File: src/snake_game_defs.svh
/* Snake game constants
   Grid size, length limits, start positions and fruit LFSR seeds */

`ifndef SNAKE_GAME_DEFS_SVH
`define SNAKE_GAME_DEFS_SVH

// Playfield in cells
`define GRID_W 124
`define GRID_H 81

// Length counter and body storage
`define LEN_BITS 4
`define LEN_MAX 16           // Body slots, also the length ceiling plus one

// Restart position of the head, body trails to the left
`define START_HEAD_X 8
`define START_HEAD_Y 40
`define START_LEN 6          // Head plus five body cells

// First fruit after a restart
`define START_FRUIT_X 8
`define START_FRUIT_Y 42

// Seeds of the two fruit LFSRs
`define SEED_X 7'b0011100
`define SEED_Y 7'b0110000

// Off-grid marker for body slots not in use
`define EMPTY_CELL 127

`endif
File: src/snake_ctrl_pkg.sv
/* Game control types
   FSM state encoding and the latched turn command */

`default_nettype none

package snake_ctrl_pkg;

    typedef enum logic [2:0] {
        st_idle,
        st_wait,
        st_moving,
        st_move_done,
        st_eaten,
        st_fruit_update,
        st_collision
    } game_state_t;

    // Pending turn, relative to the direction of travel
    typedef enum logic [1:0] {
        turn_none,
        turn_left,
        turn_right
    } turn_t;

endpackage

`default_nettype wire

File: src/snake_geom_pkg.sv
/* Grid geometry types
   Cell coordinates, heading and body storage of the snake */

`default_nettype none

`include "snake_game_defs.svh"

package snake_geom_pkg;

    // One cell coordinate, wide enough for 0..127
    typedef logic [6:0] coord_t;

    // Up moves toward y = 0
    typedef enum logic [1:0] {
        dir_right,
        dir_left,
        dir_up,
        dir_down
    } dir_t;

    typedef coord_t [`LEN_MAX-1:0] body_array_t;   // Slot 0 is the neck

    typedef logic [`LEN_BITS-1:0] len_t;            // Length counts the head too

endpackage

`default_nettype wire

File: src/snake_game_top.sv
/* Snake game control core
   Joins button input, heading, body, fruit and FSM blocks */

`timescale 1ns/1ps
`default_nettype none

module snake_game_top (
    input  logic                   clock_25,
    input  logic                   reset,           // Active low
    input  logic                   game_tik,
    input  logic                   right_btn,
    input  logic                   left_btn,
    output snake_geom_pkg::coord_t head_x,
    output snake_geom_pkg::coord_t head_y,
    output snake_geom_pkg::coord_t fruit_x,
    output snake_geom_pkg::coord_t fruit_y,
    output logic [7:0]             score,
    output snake_geom_pkg::len_t   snake_length,
    output snake_geom_pkg::dir_t   heading,
    output logic                   game_over
);
    import snake_geom_pkg::*;
    import snake_ctrl_pkg::*;

    logic        start_press;
    turn_t       turn;
    logic        restart, step, eat, resample;   // FSM strobes
    coord_t      neck_x, neck_y;
    body_array_t body_x, body_y;
    logic        collision, fruit_eaten, fruit_bad;

    turn_request u_turn (.clock_25, .reset, .right_btn, .left_btn, .step, .restart,
                         .start_press, .turn);

    heading_ctrl u_heading (.clock_25, .reset, .restart, .turn, .head_x, .head_y,
                            .neck_x, .neck_y, .heading);

    snake_body u_body (.clock_25, .restart, .step, .grow(eat), .heading, .head_x, .head_y,
                       .neck_x, .neck_y, .body_x, .body_y, .snake_length, .collision);

    fruit_ctrl u_fruit (.clock_25, .reset, .restart, .eat, .resample, .head_x, .head_y,
                        .body_x, .body_y, .fruit_x, .fruit_y, .fruit_eaten, .fruit_bad,
                        .score);

    game_fsm u_fsm (.clock_25, .reset, .start_press, .game_tik, .collision, .fruit_eaten,
                    .fruit_bad, .restart, .step, .eat, .resample, .game_over);

endmodule

`default_nettype wire

File: src/game_fsm.sv
/* Game state machine
   Sequences ticks into move, eat and fruit retry, issues the strobes */

`timescale 1ns/1ps
`default_nettype none

module game_fsm (
    input  logic clock_25,
    input  logic reset,
    input  logic start_press,
    input  logic game_tik,
    input  logic collision,
    input  logic fruit_eaten,
    input  logic fruit_bad,
    output logic restart,
    output logic step,
    output logic eat,
    output logic resample,
    output logic game_over
);
    import snake_ctrl_pkg::*;

    game_state_t state;
    game_state_t next_state;

    always_comb begin
        next_state = state;
        case (state)
            st_idle:         if (start_press) next_state = st_wait;
            st_wait:         if (game_tik) next_state = st_moving;   // Ticks elsewhere dropped
            st_moving:       next_state = st_move_done;
            st_move_done: begin
                if (collision)
                    next_state = st_collision;  // Step suppressed
                else if (fruit_eaten)
                    next_state = st_eaten;
                else
                    next_state = st_wait;
            end
            st_eaten:        next_state = st_fruit_update;   // New fruit checked there
            st_fruit_update: if (!fruit_bad) next_state = st_wait;
            st_collision:    if (start_press) next_state = st_idle;
            default:         next_state = st_idle;
        endcase
    end

    // Moore outputs registered from the next state so they line up with the state
    always_ff @(posedge clock_25 or negedge reset) begin
        if (!reset) begin
            state     <= st_idle;
            restart   <= 1'b0;
            step      <= 1'b0;
            eat       <= 1'b0;
            resample  <= 1'b0;
            game_over <= 1'b0;
        end else begin
            state     <= next_state;
            restart   <= (next_state == st_idle) || (next_state == st_collision);
            step      <= next_state == st_move_done;
            eat       <= next_state == st_eaten;             // One cycle per fruit
            resample  <= (next_state == st_eaten) || (next_state == st_fruit_update);
            game_over <= next_state == st_collision;
        end
    end

endmodule

`default_nettype wire

File: src/fruit_ctrl.sv
/* Fruit control
   Fruit position from two LFSRs with placement retry, eaten test and score */

`timescale 1ns/1ps
`default_nettype none

`include "snake_game_defs.svh"

module fruit_ctrl (
    input  logic                        clock_25,
    input  logic                        reset,
    input  logic                        restart,
    input  logic                        eat,
    input  logic                        resample,
    input  snake_geom_pkg::coord_t      head_x,
    input  snake_geom_pkg::coord_t      head_y,
    input  snake_geom_pkg::body_array_t body_x,
    input  snake_geom_pkg::body_array_t body_y,
    output snake_geom_pkg::coord_t      fruit_x,
    output snake_geom_pkg::coord_t      fruit_y,
    output logic                        fruit_eaten,
    output logic                        fruit_bad,
    output logic [7:0]                  score
);
    import snake_geom_pkg::*;

    coord_t lfsr_x;
    coord_t lfsr_y;
    logic   on_body;

    // x^7 + x^6 + 1, full 127 state cycle
    function automatic coord_t lfsr_next(input coord_t q);
        return {q[5:0], q[6] ^ q[5]};
    endfunction

    // Free running, so each retry sees a fresh pair
    always_ff @(posedge clock_25 or negedge reset) begin
        if (!reset) begin
            lfsr_x <= `SEED_X;
            lfsr_y <= `SEED_Y;
        end else begin
            lfsr_x <= lfsr_next(lfsr_x);
            lfsr_y <= lfsr_next(lfsr_y);
        end
    end

    // Empty slots hold an off-grid cell, so all slots can be scanned
    always_comb begin
        on_body = 1'b0;
        for (int i = 0; i < `LEN_MAX; i++) begin
            if (fruit_x == body_x[i] && fruit_y == body_y[i])
                on_body = 1'b1;
        end
    end

    assign fruit_eaten = (fruit_x == head_x) && (fruit_y == head_y);
    assign fruit_bad   = fruit_x >= coord_t'(`GRID_W) || fruit_y >= coord_t'(`GRID_H)
                      || fruit_eaten || on_body;

    // After the first load only a bad fruit is replaced, a good one is kept
    always_ff @(posedge clock_25) begin
        if (restart) begin
            fruit_x <= coord_t'(`START_FRUIT_X);
            fruit_y <= coord_t'(`START_FRUIT_Y);
        end else if (resample && (eat || fruit_bad)) begin
            fruit_x <= lfsr_x;
            fruit_y <= lfsr_y;
        end
    end

    always_ff @(posedge clock_25 or negedge reset) begin
        if (!reset)
            score <= 8'd0;
        else if (restart)
            score <= 8'd0;
        else if (eat)
            score <= score + 8'd1;          // Wraps at 255
    end

endmodule

`default_nettype wire

File: src/snake_body.sv
/* Snake body
   Head and body shift register, length count, wall and self collision */

`timescale 1ns/1ps
`default_nettype none

`include "snake_game_defs.svh"

module snake_body (
    input  logic                        clock_25,
    input  logic                        restart,
    input  logic                        step,
    input  logic                        grow,
    input  snake_geom_pkg::dir_t        heading,
    output snake_geom_pkg::coord_t      head_x,
    output snake_geom_pkg::coord_t      head_y,
    output snake_geom_pkg::coord_t      neck_x,
    output snake_geom_pkg::coord_t      neck_y,
    output snake_geom_pkg::body_array_t body_x,
    output snake_geom_pkg::body_array_t body_y,
    output snake_geom_pkg::len_t        snake_length,
    output logic                        collision
);
    import snake_geom_pkg::*;

    coord_t next_x;                         // Head after one step
    coord_t next_y;
    logic   self_hit;
    logic   wall_hit;

    assign neck_x = body_x[0];
    assign neck_y = body_y[0];

    // One cell along the heading
    always_comb begin
        next_x = head_x;
        next_y = head_y;
        case (heading)
            dir_right: next_x = head_x + 7'd1;
            dir_left:  next_x = head_x - 7'd1;
            dir_up:    next_y = head_y - 7'd1;
            default:   next_y = head_y + 7'd1;
        endcase
    end

    // Head sitting on a live body slot
    always_comb begin
        self_hit = 1'b0;
        for (int i = 0; i < `LEN_MAX; i++) begin
            if (i < int'(snake_length) - 1 && head_x == body_x[i] && head_y == body_y[i])
                self_hit = 1'b1;
        end
    end

    // Next step would leave the grid
    assign wall_hit = (head_x == 7'd0 && heading == dir_left)
                   || (head_x == coord_t'(`GRID_W - 1) && heading == dir_right)
                   || (head_y == 7'd0 && heading == dir_up)
                   || (head_y == coord_t'(`GRID_H - 1) && heading == dir_down);

    assign collision = self_hit | wall_hit;

    // Start values load while the FSM sits in idle or game over
    always_ff @(posedge clock_25) begin
        if (restart) begin
            head_x <= coord_t'(`START_HEAD_X);
            head_y <= coord_t'(`START_HEAD_Y);
            for (int i = 0; i < `LEN_MAX; i++) begin
                if (i < `START_LEN - 1) begin
                    body_x[i] <= coord_t'(`START_HEAD_X - 1 - i);  // Trail to the left
                    body_y[i] <= coord_t'(`START_HEAD_Y);
                end else begin
                    body_x[i] <= coord_t'(`EMPTY_CELL);
                    body_y[i] <= coord_t'(`EMPTY_CELL);
                end
            end
            snake_length <= len_t'(`START_LEN);
        end else begin
            if (step && !collision) begin
                head_x    <= next_x;
                head_y    <= next_y;
                body_x[0] <= head_x;                // Neck takes the old head
                body_y[0] <= head_y;
                // Shift only the live part so a grown tail slot fills on the next step
                for (int i = 1; i < `LEN_MAX; i++) begin
                    if (i < int'(snake_length) - 1) begin
                        body_x[i] <= body_x[i-1];
                        body_y[i] <= body_y[i-1];
                    end
                end
            end
            if (grow && snake_length != len_t'(`LEN_MAX - 1))
                snake_length <= snake_length + 1'b1;   // Saturates at 15
        end
    end

endmodule

`default_nettype wire

File: src/heading_ctrl.sv
/* Heading control
   Turns the heading a quarter turn relative to the head to neck direction */

`timescale 1ns/1ps
`default_nettype none

module heading_ctrl (
    input  logic                   clock_25,
    input  logic                   reset,
    input  logic                   restart,
    input  snake_ctrl_pkg::turn_t  turn,
    input  snake_geom_pkg::coord_t head_x,
    input  snake_geom_pkg::coord_t head_y,
    input  snake_geom_pkg::coord_t neck_x,
    input  snake_geom_pkg::coord_t neck_y,
    output snake_geom_pkg::dir_t   heading
);
    import snake_geom_pkg::*;
    import snake_ctrl_pkg::*;

    dir_t travel;                           // Direction the snake actually moved
    dir_t turned;

    // Travel direction from the geometry, not from the heading register
    always_comb begin
        travel = heading;                   // Degenerate geometry keeps heading
        if (head_y == neck_y && head_x > neck_x)
            travel = dir_right;
        else if (head_y == neck_y && head_x < neck_x)
            travel = dir_left;
        else if (head_x == neck_x && head_y < neck_y)
            travel = dir_up;
        else if (head_x == neck_x && head_y > neck_y)
            travel = dir_down;
    end

    // Right is clockwise on screen, y grows downward
    always_comb begin
        case (travel)
            dir_right: turned = (turn == turn_right) ? dir_down  : dir_up;
            dir_down:  turned = (turn == turn_right) ? dir_left  : dir_right;
            dir_left:  turned = (turn == turn_right) ? dir_up    : dir_down;
            default:   turned = (turn == turn_right) ? dir_right : dir_left;
        endcase
    end

    // Same result on every cycle the turn stays pending
    always_ff @(posedge clock_25 or negedge reset) begin
        if (!reset)
            heading <= dir_right;
        else if (restart)
            heading <= dir_right;
        else if (turn != turn_none)
            heading <= turned;
    end

endmodule

`default_nettype wire

File: src/turn_request.sv
/* Button edge detection and turn latch
   Gives a start pulse on any press and holds the turn until the next step */

`timescale 1ns/1ps
`default_nettype none

module turn_request (
    input  logic                  clock_25,
    input  logic                  reset,
    input  logic                  right_btn,
    input  logic                  left_btn,
    input  logic                  step,
    input  logic                  restart,
    output logic                  start_press,
    output snake_ctrl_pkg::turn_t turn
);
    import snake_ctrl_pkg::*;

    logic [1:0] right_shift;                // [0] newest sample
    logic [1:0] left_shift;
    logic       right_pulse;
    logic       left_pulse;

    // Sample buttons and register the rising edges
    always_ff @(posedge clock_25 or negedge reset) begin
        if (!reset) begin
            right_shift <= 2'b00;
            left_shift  <= 2'b00;
            right_pulse <= 1'b0;
            left_pulse  <= 1'b0;
        end else begin
            right_shift <= {right_shift[0], right_btn};
            left_shift  <= {left_shift[0], left_btn};
            right_pulse <= right_shift[0] & ~right_shift[1];
            left_pulse  <= left_shift[0] & ~left_shift[1];
        end
    end

    assign start_press = right_pulse | left_pulse;  // Either button starts or restarts

    // Turn latch, restart wins so the starting press never turns
    always_ff @(posedge clock_25 or negedge reset) begin
        if (!reset) begin
            turn <= turn_none;
        end else if (restart) begin
            turn <= turn_none;
        end else if (right_pulse && left_pulse) begin
            turn <= turn_none;                      // Both at once cancels
        end else if (right_pulse) begin
            turn <= turn_right;
        end else if (left_pulse) begin
            turn <= turn_left;
        end else if (step) begin
            turn <= turn_none;                      // Consumed by the move
        end
    end

endmodule

`default_nettype wire

File: config.mk
export PLATFORM = sky130hd
export DESIGN_NAME = snake_game_top
export DESIGN_NICKNAME = d
export VERILOG_FILES = /design/src/snake_ctrl_pkg.sv /design/src/snake_geom_pkg.sv /design/src/snake_game_top.sv /design/src/game_fsm.sv /design/src/fruit_ctrl.sv /design/src/snake_body.sv /design/src/heading_ctrl.sv /design/src/turn_request.sv
export VERILOG_INCLUDE_DIRS = /design/src
export SDC_FILE = /design/constraint.sdc
export NUM_CORES = 1
export LEC_CHECK = 0
export BUFFER_PORTS_ARGS = -buffer_cell sky130_fd_sc_hd__buf_4
export CAP_MARGIN = 10
export CORE_MARGIN = 2
export CORE_UTILIZATION = 45
export DETAILED_ROUTE_END_ITERATION = 16
export GPL_TIMING_DRIVEN = 0
export PLACE_DENSITY = 0.7
export SYNTH_ARGS = -nofsm -noshare
export SYNTH_HDL_FRONTEND = slang
export SYNTH_SLANG_ARGS = --single-unit
File: constraint.sdc
create_clock -name clock_25 -period 7.67 [get_ports clock_25]
set_input_delay 2.301 -clock clock_25 [delete_from_list [all_inputs] [get_ports clock_25]]
set_output_delay 2.301 -clock clock_25 [all_outputs]
set_load 0.05 [all_outputs]
=== Yosys cells after proc, flatten, opt, wreduce, memory -nomap -nowiden ===
Cells that the tools add are included.

* Add/subtract/negate cells: 7
* $lt $le $gt $ge: 22
* Eq/ne operators: 85
* Multiplexer cells: 59
* Bitwise logic cells: 9
* Reduce and logical (&&, ||, !) cells: 100

{| class="wikitable"
|+ Operators with widths
! kind !! count
|-
| $eq 7x7->1 || 66
|-
| $lt 5x32->1 const A || 8
|-
| $lt 4x32->1 const A || 4
|-
| $lt 3x32->1 const A || 2
|-
| $logic_and 1x1->1 || 61
|-
| $mux 1 || 36
|-
| $reduce_and 2->1 || 17
|-
| $lt 1x32->1 const A || 1
|-
| $lt 2x32->1 const A || 1
|-
| $pmux 7 s2 || 2
|-
| $mux 2 || 11
|-
| $pmux 3 s7 || 1
|-
| $eq 3x3->1 const B || 6
|-
| $mux 3 || 6
|-
| $mux 8 || 2
|-
| $add 7x1->7 const B || 2
|-
| $eq 7x7->1 const B || 2
|-
| $ge 7x7->1 const B || 2
|-
| $gt 7x7->1 || 2
|-
| $logic_not 7->1 || 2
|-
| $lt 7x7->1 || 2
|-
| $sub 7x1->7 const B || 2
|-
| $eq 3x2->1 const B || 3
|-
| $logic_or 1x1->1 || 9
|-
| other kinds (18) || 32
|}

* Flip-flop bits (word level): 296
* Bits of input ports: 5
* Output and inout port bits: 43
* Word-level logic and storage cells: 334

=== Depth between registers and ports, before layout ===
Gate-level depths: netlist of run 1.

* Word-level depth: 25
* Mapped depth: 15
* Depth with buffers taken out: 12

=== Hierarchy ===
A second synthesis of run 1 with hierarchy kept.

* Cells, all modules: 1,924
* Area total of the unflattened synthesis: 17,715.7 µm²

{| class="wikitable"
|+ Modules (own cells, without submodules)
! module !! instances !! cells each !! area each (µm²) !! sequential area each (µm²)
|-
| snake_body || 1 || 1,328 || 11,954.0 || 4,564.4
|-
| fruit_ctrl || 1 || 476 || 4,604.4 || 837.1
|-
| heading_ctrl || 1 || 70 || 526.8 || 50.0
|-
| game_fsm || 1 || 33 || 376.6 || 200.2
|-
| turn_request || 1 || 17 || 254.0 || 200.2
|}

=== Worst setup path before layout of run 1 ===
No wires, ideal clock.

* Path type: register -> register
* From: reg u_body.head_y[0]
* To: reg u_body.body_y[17] (netlist name)
* Setup time: 0.072 ns
* Arrival time: 3.396 ns
* Required time: 7.598 ns
* Path slack: 4.202 ns
* Stages on the path, launching flop included: 16
* Path buffers: 5
* Period minus slack after synthesis: 3.468 ns
* Cell sequence: dfxtp_1 buf_4 buf_2 inv_1 ha_1 and4_1 nand4_1 nand4bb_1 nand3_1 nor4b_4 and3_1 buf_6 and2_1 buf_6 buf_12 mux2i_1

* Cells in the longest elaborated chain, start to end: 22
* Elaborated cells between the ends (all ways): 58
* Classes of those cells: 17 x eq/ne; 16 x mux; 1 x bitwise; 24 x reduce/logical

{| class="wikitable"
|+ Ends and longest elaborated chain
! item !! RTL line !! text
|-
| start, declared || snake_body.sv:16 || <nowiki>output snake_geom_pkg::coord_t head_y,</nowiki>
|-
| start signal, assigned || snake_body.sv:67 || <nowiki>head_y <= coord_t'(`START_HEAD_Y);</nowiki>
|-
| start signal, assigned || snake_body.sv:81 || <nowiki>head_y <= next_y;</nowiki>
|-
| $eq 7x7->1 || snake_body.sv:50 || <nowiki>if (i < int'(snake_length) - 1 && head_x == body_x[i] && head_y == body_y[i])</nowiki>
|-
| $logic_and 1x1->1 || snake_body.sv:50 ||
|-
| $mux 1 (16 in series) || snake_body.sv:50 ||
|-
| $or 1x1->1 * || snake_body.sv:61 || <nowiki>assign collision = self_hit | wall_hit;</nowiki>
|-
| $logic_not 1->1 * || snake_body.sv:79 || <nowiki>if (step && !collision) begin</nowiki>
|-
| $logic_and 1x1->1 * || snake_body.sv:79 ||
|-
| $reduce_and 2->1 (no source line) * || -- ||
|-
| end signal, assigned by index || snake_body.sv:71 || <nowiki>body_y[i] <= coord_t'(`START_HEAD_Y);</nowiki>
|-
| end signal, assigned by index || snake_body.sv:74 || <nowiki>body_y[i] <= coord_t'(`EMPTY_CELL);</nowiki>
|-
| end signal, assigned by index || snake_body.sv:88 || <nowiki>body_y[i] <= body_y[i-1];</nowiki>
|-
| end, declared || snake_body.sv:20 || <nowiki>output snake_geom_pkg::body_array_t body_y,</nowiki>
|}

Every way passes the cells marked *; elsewhere a longest branch is shown, timed or not.
A chain may end at the register's enable or synchronous reset.

=== Worst setup path after layout of run 1 ===
* From: reg u_fruit.fruit_x[5]
* To: reg u_fruit.fruit_x[3]

* Cells in the longest elaborated chain, start to end: 21
* Elaborated cells between the ends (all ways): 56
* Classes of those cells: 1 x order compare; 17 x eq/ne; 16 x mux; 22 x reduce/logical

{| class="wikitable"
|+ Ends and longest elaborated chain
! item !! RTL line !! text
|-
| start, declared || fruit_ctrl.sv:19 || <nowiki>output snake_geom_pkg::coord_t fruit_x,</nowiki>
|-
| start signal, assigned || fruit_ctrl.sv:63 || <nowiki>fruit_x <= coord_t'(`START_FRUIT_X);</nowiki>
|-
| start signal, assigned || fruit_ctrl.sv:66 || <nowiki>fruit_x <= lfsr_x;</nowiki>
|-
| $eq 7x7->1 || fruit_ctrl.sv:51 || <nowiki>if (fruit_x == body_x[i] && fruit_y == body_y[i])</nowiki>
|-
| $logic_and 1x1->1 || fruit_ctrl.sv:51 ||
|-
| $mux 1 (16 in series) || fruit_ctrl.sv:51 ||
|-
| $logic_or 1x1->1 * || fruit_ctrl.sv:57 || <nowiki>assign fruit_bad = fruit_x >= coord_t'(`GRID_W) || fruit_y >= coord_t'(`GRID_H)</nowiki>
|-
| $logic_or 1x1->1 * || fruit_ctrl.sv:65 || <nowiki>end else if (resample && (eat || fruit_bad)) begin</nowiki>
|-
| $logic_and 1x1->1 * || fruit_ctrl.sv:65 ||
|}

Marked as above.

==> flow_summary_export.csv, run 1 <==
group,metric,value,unit
sta,slew_headroom,17.5,%
grt,antenna_found_initial,2,
layout,area_growth,12.1,%
pwr,combPwrFrac,44.0,%
worst_hold_path,hold_class,"reg -> reg",
drt,vias,13800,
drt,totalWireLength,59.2,mm
pwr,leakage,8.06,nW
pwr,power-per-cell-area,339,mW/mm^2
synth,synth.top_cell.area_share,29.2,%
run,maxCapViolCount,0,
worst_setup_path,critPathKind,"reg -> reg",
worst_setup_path,start_kind,"flip-flop",
sta,tightest_slew,1.23,ns
layout,fin_cells,2342,
worst_setup_path,required,8.15,ns
clocking,cts_tree,"yes",
clocking,post_cts_resized,0,
synth,synth-main-ff-cell,"dfxtp_1",
drt,drc_errors,0,
sta,period_needed,4.37,ns
synth,synth.cell_area,0.0166,sq mm
clocking,cts.reportedPaths.clkPinSlew,0.06,ns
place,portBuffers,47,
synth,yosysMostFrequentCell,"xor2_1",
sta,fin_crit_sh,57.0,%
pwr,switching_share,42.5,%
worst_setup_path,crit_chain,"buf_2 -> buf_2 -> xnor2_1 -> nand2_1 -> nor4_1 -> a31oi_1 -> and4_1 -> nand3_1 -> o21ai_0 -> buf_2 -> buf_4 -> nor3_1 -> a21oi_1",
sta,finalWorstSetupSlack,3.30,ns
synth,synth_nets,1805,
sta,final.setup.tns,0,ns
place,dp_hpwl,41.9,mm
synth,yosysWarningCount,0,
worst_setup_path,startpoint,"u_fruit.fruit_x[5]",
synth,async_flop_share,14.2,%
clocking,clock_path_buffers,3,
synth,avgSynthCellArea,9.37,sq um
sta,setup_violations,0,
drt,wl_per_cell,25.3,um
sta,holdWs,0.367,ns
clocking,clock-sinks,282,
clocking,cts_htree_levels,1,
floorplanning,io_pins,48,
synth,yosysSeqAreaShare,35.3,%
sta,fmax,0.229,GHz
worst_hold_path,hold_path_startpoint,"u_fruit.lfsr_y[4]",
drt,first_pass_iters,5,
worst_setup_path,cp_slowest_cell,"nor4_1",
worst_setup_path,r2r_start,"u_fruit.fruit_x[5]",
floorplanning,initial_core_util,45.5,%
sta,fin_worst_skew,0.0229,ns
pwr,intPower,0.00362,W
synth,yosys-top-cells-count,"xor2_1 (246), dfxtp_1 (242), nor2_1 (226), mux2i_1 (221), xnor2_1 (192)",
pwr,power_frac_clock,25.0,%
floorplanning,core_area,0.0364,sq mm
sta,rsz0062_at_grt,"no",
layout,nets,1885,
place,dp.cells,2285,
place,routabilityCongestion,0.970,
synth,syn-instance-count,1770,
pwr,seq_power_share,31.0,%
clocking,root_buffer,"clkbuf_16",
clocking,numCtsBuffers,31,
grt,track_usage,30.5,%
clocking,worstSkewPairLatency,0.60,ns
synth,ys_types,62,
worst_setup_path,arrival,4.85,ns
worst_setup_path,cp_common_cell,"buf_2",
worst_setup_path,critPathCaptureType,"flip-flop",
pwr,netSwitchingPower,0.00267,W
drt,viasPerCell,5.91,
drt,drtIter0Drc,1391,
synth,yosysTopAreaCell,"dfxtp_1",
status,status,"finished clean",
clocking,post_cts_buffers,0,
floorplanning,die_y,196,um
worst_setup_path,worstPathMaxFanout,10,
drt,final_antenna_net_count,0,
pwr,ir_drop,0.227,mV
synth,ys_seq_elements,282,
place,pre_cts_ws,3.53,ns
floorplanning,rows,70,
sta,drv_slew,0,
synth,synth_area_leaders,"dfxtp_1 (29%), mux2i_1 (13%), xor2_1 (13%)",
grt,grt_pass1_wl,87.1,mm
sta,hold_viol_final,0,
clocking,ctsHoldBuffers,0,
floorplanning,die-area,0.0384,sq mm
synth,synth_edf_count,0,
floorplanning,die_x,196,um
layout,drive_gt1_share,11.1,%
grt,grt_max_degree,41,
grt,grt_pass1_vias,13900,
grt,gr-total-overflow,0,
worst_setup_path,max_stage_delay,0.93,ns
[worst max-delay path, delay by kind of cell (launching register included)]
kind | cells | cell delay, ns
xor+xnor | 1 | 0.18
simple gates | 5 | 1.69
flops | 1 | 0.34
buf+inv | 4 | 1.44
compound gates | 3 | 0.55
[cell usage in the layout, fill, tap and decap left out, types with 5 or more instances in the layout]
master     synthesis  layout
buf_2             52      52
and4_1             5       5
nand2b_1          69      69
a31oi_1            9       9
nor4_1            62      62
nand3_1           22      22
nand2_1           25      25
ha_1              28      28
buf_6              9       9
clkbuf_8           0       6
xor2_1           246     246
and3_1             5       5
clkbuf_16          0      31
dfxtp_1          242     242
clkbuf_1          37      41
a211oi_1           6       6
inv_1             28      28
dfrtp_1           35      35
xnor2_1          192     192
dfstp_2            5       5
or3_1              5       5
nand2_2            5       5
a21oi_1           34      34
mux2i_1          221     221
nor2_1           226     226
nand4_1           54      54
nor2b_1           10      10
o21ai_0           19      19
buf_4             22      69
a21o_1             6       6
nor3_1            34      34
[through the flow]
stage | cell area [sq um] | power, W | util, %
floorplan | 16600 | 0.00383 | -
global placement | 17500 | 0.00461 | 48.1
detailed placement | 17500 | 0.00466 | 48.1
CTS | 18600 | 0.00622 | 51.0
global route | 18600 | 0.00653 | 51.0
finish | 18600 | 0.00630 | 51.0
[path summary, 6_finish.rpt]
path / end / slack, ns / depth (start not counted)
worst max-delay path: u_fruit.fruit_x[3] / 3.30 / 13
worst min-delay path: u_fruit.lfsr_y[5] / 0.37 / 0
worst max register to register: u_fruit.fruit_x[3] / 3.30 / 13
worst min register to register: u_fruit.lfsr_y[5] / 0.37 / 0
max in group asynchronous: u_fruit.lfsr_y[5] / 5.64 / 1
min in group asynchronous: u_fruit.score[2] / 1.67 / 1
[power groups by stage]
| stage | Combinational, W | Clock [W] | Sequential, W |
|---|---|---|---|
| floorplan | 0.00179 | 0 | 0.00204 |
| detailed placement | 0.00268 | 0 | 0.00197 |
| CTS | 0.00270 | 0.00157 | 0.00194 |
| global route | 0.00293 | 0.00163 | 0.00198 |
| finish | 0.00277 | 0.00157 | 0.00195 |
| global placement | 0.00264 | 0 | 0.00197 |
[metal layers]
layer	GRT usage, %	vias up	part of all wire, %
met5	0	-	0.041
met4	19.5	4	7.6
met3	6.00	277	10
met2	46.5	804	42
met1	39.5	6582	40
li1	-	6172	-
[sequential cells by signal, summed over array words and instances (netlist names), 2 cells and up]
signal / cells
u_body.body_x: 98
u_body.neck_x: 7
u_body.head_x: 7
u_turn.turn: 2
u_turn.right_shift: 2
u_fruit.fruit_y: 7
u_fruit.fruit_x: 7
u_body.neck_y: 7
u_fsm.state: 3
u_fruit.lfsr_x: 7
u_heading.heading: 2
u_body.body_y: 98
u_body.snake_length: 4
u_turn.left_shift: 2
u_fruit.lfsr_y: 7
u_body.head_y: 7
u_fruit.score: 8
[area by class of cell]
cell class	instances	area (sq um)
repair buffers	47	353
clock buffers	41	873
plain buffers	121	686
well taps	468	586
flip-flops and latches	282	5850
diodes	2	5.00
fillers	3418	17800
inverters	29	109
clock inverters	14	184
multi-input cells	1338	9940
[cell families after synthesis]
logic type	Yosys count	synth area share [%]
simple gates	546	17.2
xor+xnor	438	23.1
flops	282	35.3
mux	223	13.5
buf+inv	150	4.79
compound gates	101	3.78
fa+ha+maj	30	2.35
(Power assumes the default switching activity.)
==> run 2, diff against run 1 <==
--- a/config.mk
+++ b/config.mk
@@ -12,7 +12,7 @@
 export CORE_UTILIZATION = 45
 export DETAILED_ROUTE_END_ITERATION = 16
 export GPL_TIMING_DRIVEN = 0
-export PLACE_DENSITY = 0.7
+export PLACE_DENSITY = 0.72
 export SYNTH_ARGS = -nofsm -noshare
 export SYNTH_HDL_FRONTEND = slang
 export SYNTH_SLANG_ARGS = --single-unit
==> constraint.sdc (replaced) <==
create_clock -name clock_25 -period 3.96 [get_ports clock_25]
set_input_delay 1.188 -clock clock_25 [delete_from_list [all_inputs] [get_ports clock_25]]
set_output_delay 1.188 -clock clock_25 [all_outputs]
set_load 0.05 [all_outputs]
==> flow_summary_export.csv, run 2 (synthesis results as in run 1) <==
group,metric,value,unit
layout,top_regs,"u_body.body_x x98, u_body.body_y x98, u_fruit.score x8",
worst_setup_path,critPathCaptureType,"flip-flop",
place,place_area,0.0175,sq mm
worst_setup_path,startpoint,"u_body.head_y[1]",
clocking,clock_path_buffers,3,
drt,viasPerCell,5.97,
worst_setup_path,required,4.42,ns
layout,layout_commonest_cell,"xor2_1",
worst_setup_path,reg2reg_setup_slack,0.01,ns
sta,finalWorstSetupSlack,0.0139,ns
layout,area_growth,12.6,%
pwr,power_frac_clock,24.9,%
drt,vias,14000,
floorplanning,rows,70,
pwr,ir_drop,0.486,mV
floorplanning,die_y,196,um
floorplanning,die-area,0.0384,sq mm
place,routabilityCongestion,0.955,
floorplanning,core_area,0.0364,sq mm
floorplanning,die_x,196,um
worst_setup_path,arrival,4.41,ns
pwr,combPwrFrac,44.0,%
sta,fin_worst_skew,0.0104,ns
clocking,numCtsBuffers,31,
sta,tightest_slew,1.04,ns
pwr,switching_share,42.6,%
sta,period_needed,3.95,ns
pwr,power-per-cell-area,652,mW/mm^2
run,maxCapViolCount,0,
drt,wl_per_cell,24.9,um
layout,final_cell_mix,"xor2_1 (246), dfxtp_1 (241), nor2_1 (226)",
pwr,intPower,0.00699,W
place,portBuffers,47,
floorplanning,initial_core_util,45.5,%
place,pre_cts_ws,-0.183,ns
pwr,leakage,8.10,nW
grt,grt_pass1_wl,85.7,mm
worst_setup_path,critPathKind,"reg -> reg",
grt,track_usage,29.8,%
drt,drtIter0Drc,1491,
sta,holdWs,0.370,ns
clocking,cts_htree_levels,1,
clocking,worstSkewPairLatency,0.59,ns
sta,hold_viol_final,0,
grt,grt_max_degree,41,
grt,gr-total-overflow,0,
worst_setup_path,r2r_cells,13,
clocking,cts_tree,"yes",
layout,drive_gt1_share,11.9,%
drt,totalWireLength,58.5,mm
layout,fin_area,0.0187,sq mm
worst_setup_path,reg2reg_to,"u_fruit.fruit_y[2]",
place,dp.cells,2285,
drt,drc_errors,0,
layout,fin_cells,2348,
clocking,cts.reportedPaths.clkPinSlew,0.06,ns
clocking,clock-sinks,282,
sta,fin_crit_sh,99.6,%
layout,post-route-util,51.3,%
pwr,netSwitchingPower,0.00518,W
worst_hold_path,hold_class,"reg -> reg",
place,dp_hpwl,41.6,mm
sta,fmax,0.253,GHz
sta,slew_headroom,30.5,%
layout,nets,1889,
drt,first_pass_iters,6,
grt,grt_pass1_vias,13900,
sta,drv_slew,0,
worst_setup_path,start_kind,"flip-flop",
sta,setup_violations,0,
worst_setup_path,worstPathMaxFanout,10,
worst_setup_path,endpoint,"u_fruit.fruit_y[2]",
drt,final_antenna_net_count,0,
worst_setup_path,r2r_start,"u_body.head_y[1]",
status,status,"finished clean",
floorplanning,io_pins,48,
pwr,seq_power_share,31.0,%
grt,antenna_found_initial,1,
clocking,root_buffer,"clkbuf_16",
-- run 2: metrics by stage --
step	setup TNS (ns)	power [W]
CTS	0	0.0120
finish	0	0.0122
detailed placement	-0.727	0.00899
global placement	-0.815	0.00888
global route	-0.109	0.0126
floorplan	0	0.00741
-- run 2: cell type report --
class	instances	area, sq um
inverters	29	109
multi-input cells	1338	9970
diodes	1	2.50
repair buffers	52	390
fillers	3367	17800
flip-flops and latches	282	5850
plain buffers	120	711
clock buffers	42	887
clock inverters	16	164
well taps	468	586
-- run 2: power groups by stage --
stage,clock (W),combinational [W],sequential [W]
after detailed placement,0,0.00517,0.00382
final,0.00304,0.00536,0.00378
after global placement,0,0.00508,0.00380
after global routing,0.00314,0.00565,0.00383
after floorplan,0,0.00347,0.00395
after CTS,0.00303,0.00521,0.00376
-- run 2: repair_timing --
action,in CTS,in global routing
endpoints found under the setup margin,28,24
pin swaps,0,3
resized for setup,4,14
hold buffers,0,0
setup buffers,0,5
endpoints found under the hold margin,0,0
-- run 2: per-layer routing --
layer | GRT usage, % | up-vias | wire length [um]
li1 | - | 6170 | -
met1 | 38.2 | 6673 | 23300
met2 | 46.4 | 883 | 25200
met4 | 16.8 | 0 | 3670
met3 | 6.60 | 283 | 6310
met5 | 0 | - | 0
-- run 2: how the worst min path moves through the flow --
stage | end | depth (start not counted) | slack (ns) | startpoint
6_report | u_fruit.lfsr_x[3] | 0 | 0.37 | u_fruit.lfsr_x[2]
5_1_grt | u_fruit.lfsr_x[3] | 0 | 0.38 | u_fruit.lfsr_x[2]
3_3_place_gp | u_turn.right_shift[1] | 0 | 0.36 | u_turn.right_shift[0]
3_5_place_dp | u_fruit.lfsr_x[3] | 0 | 0.36 | u_fruit.lfsr_x[2]
2_1_floorplan | u_turn.left_shift[1] | 0 | 0.35 | u_turn.left_shift[0]
4_1_cts | u_fruit.lfsr_x[3] | 0 | 0.37 | u_fruit.lfsr_x[2]
-- run 2: critical path, cell delays in order (launching register included) --
cell and delay [ns]:
dfxtp_1 0.44, buf_4 0.34, buf_2 0.49, xor2_1 0.19, nor4_1 0.06, nand4_1 0.33
o31ai_1 0.21, nor4_2 0.56, nand3_1 0.13, o21ai_0 0.25, buf_2 0.31, buf_4 0.22
mux2i_1 0.21, nor2_1 0.05
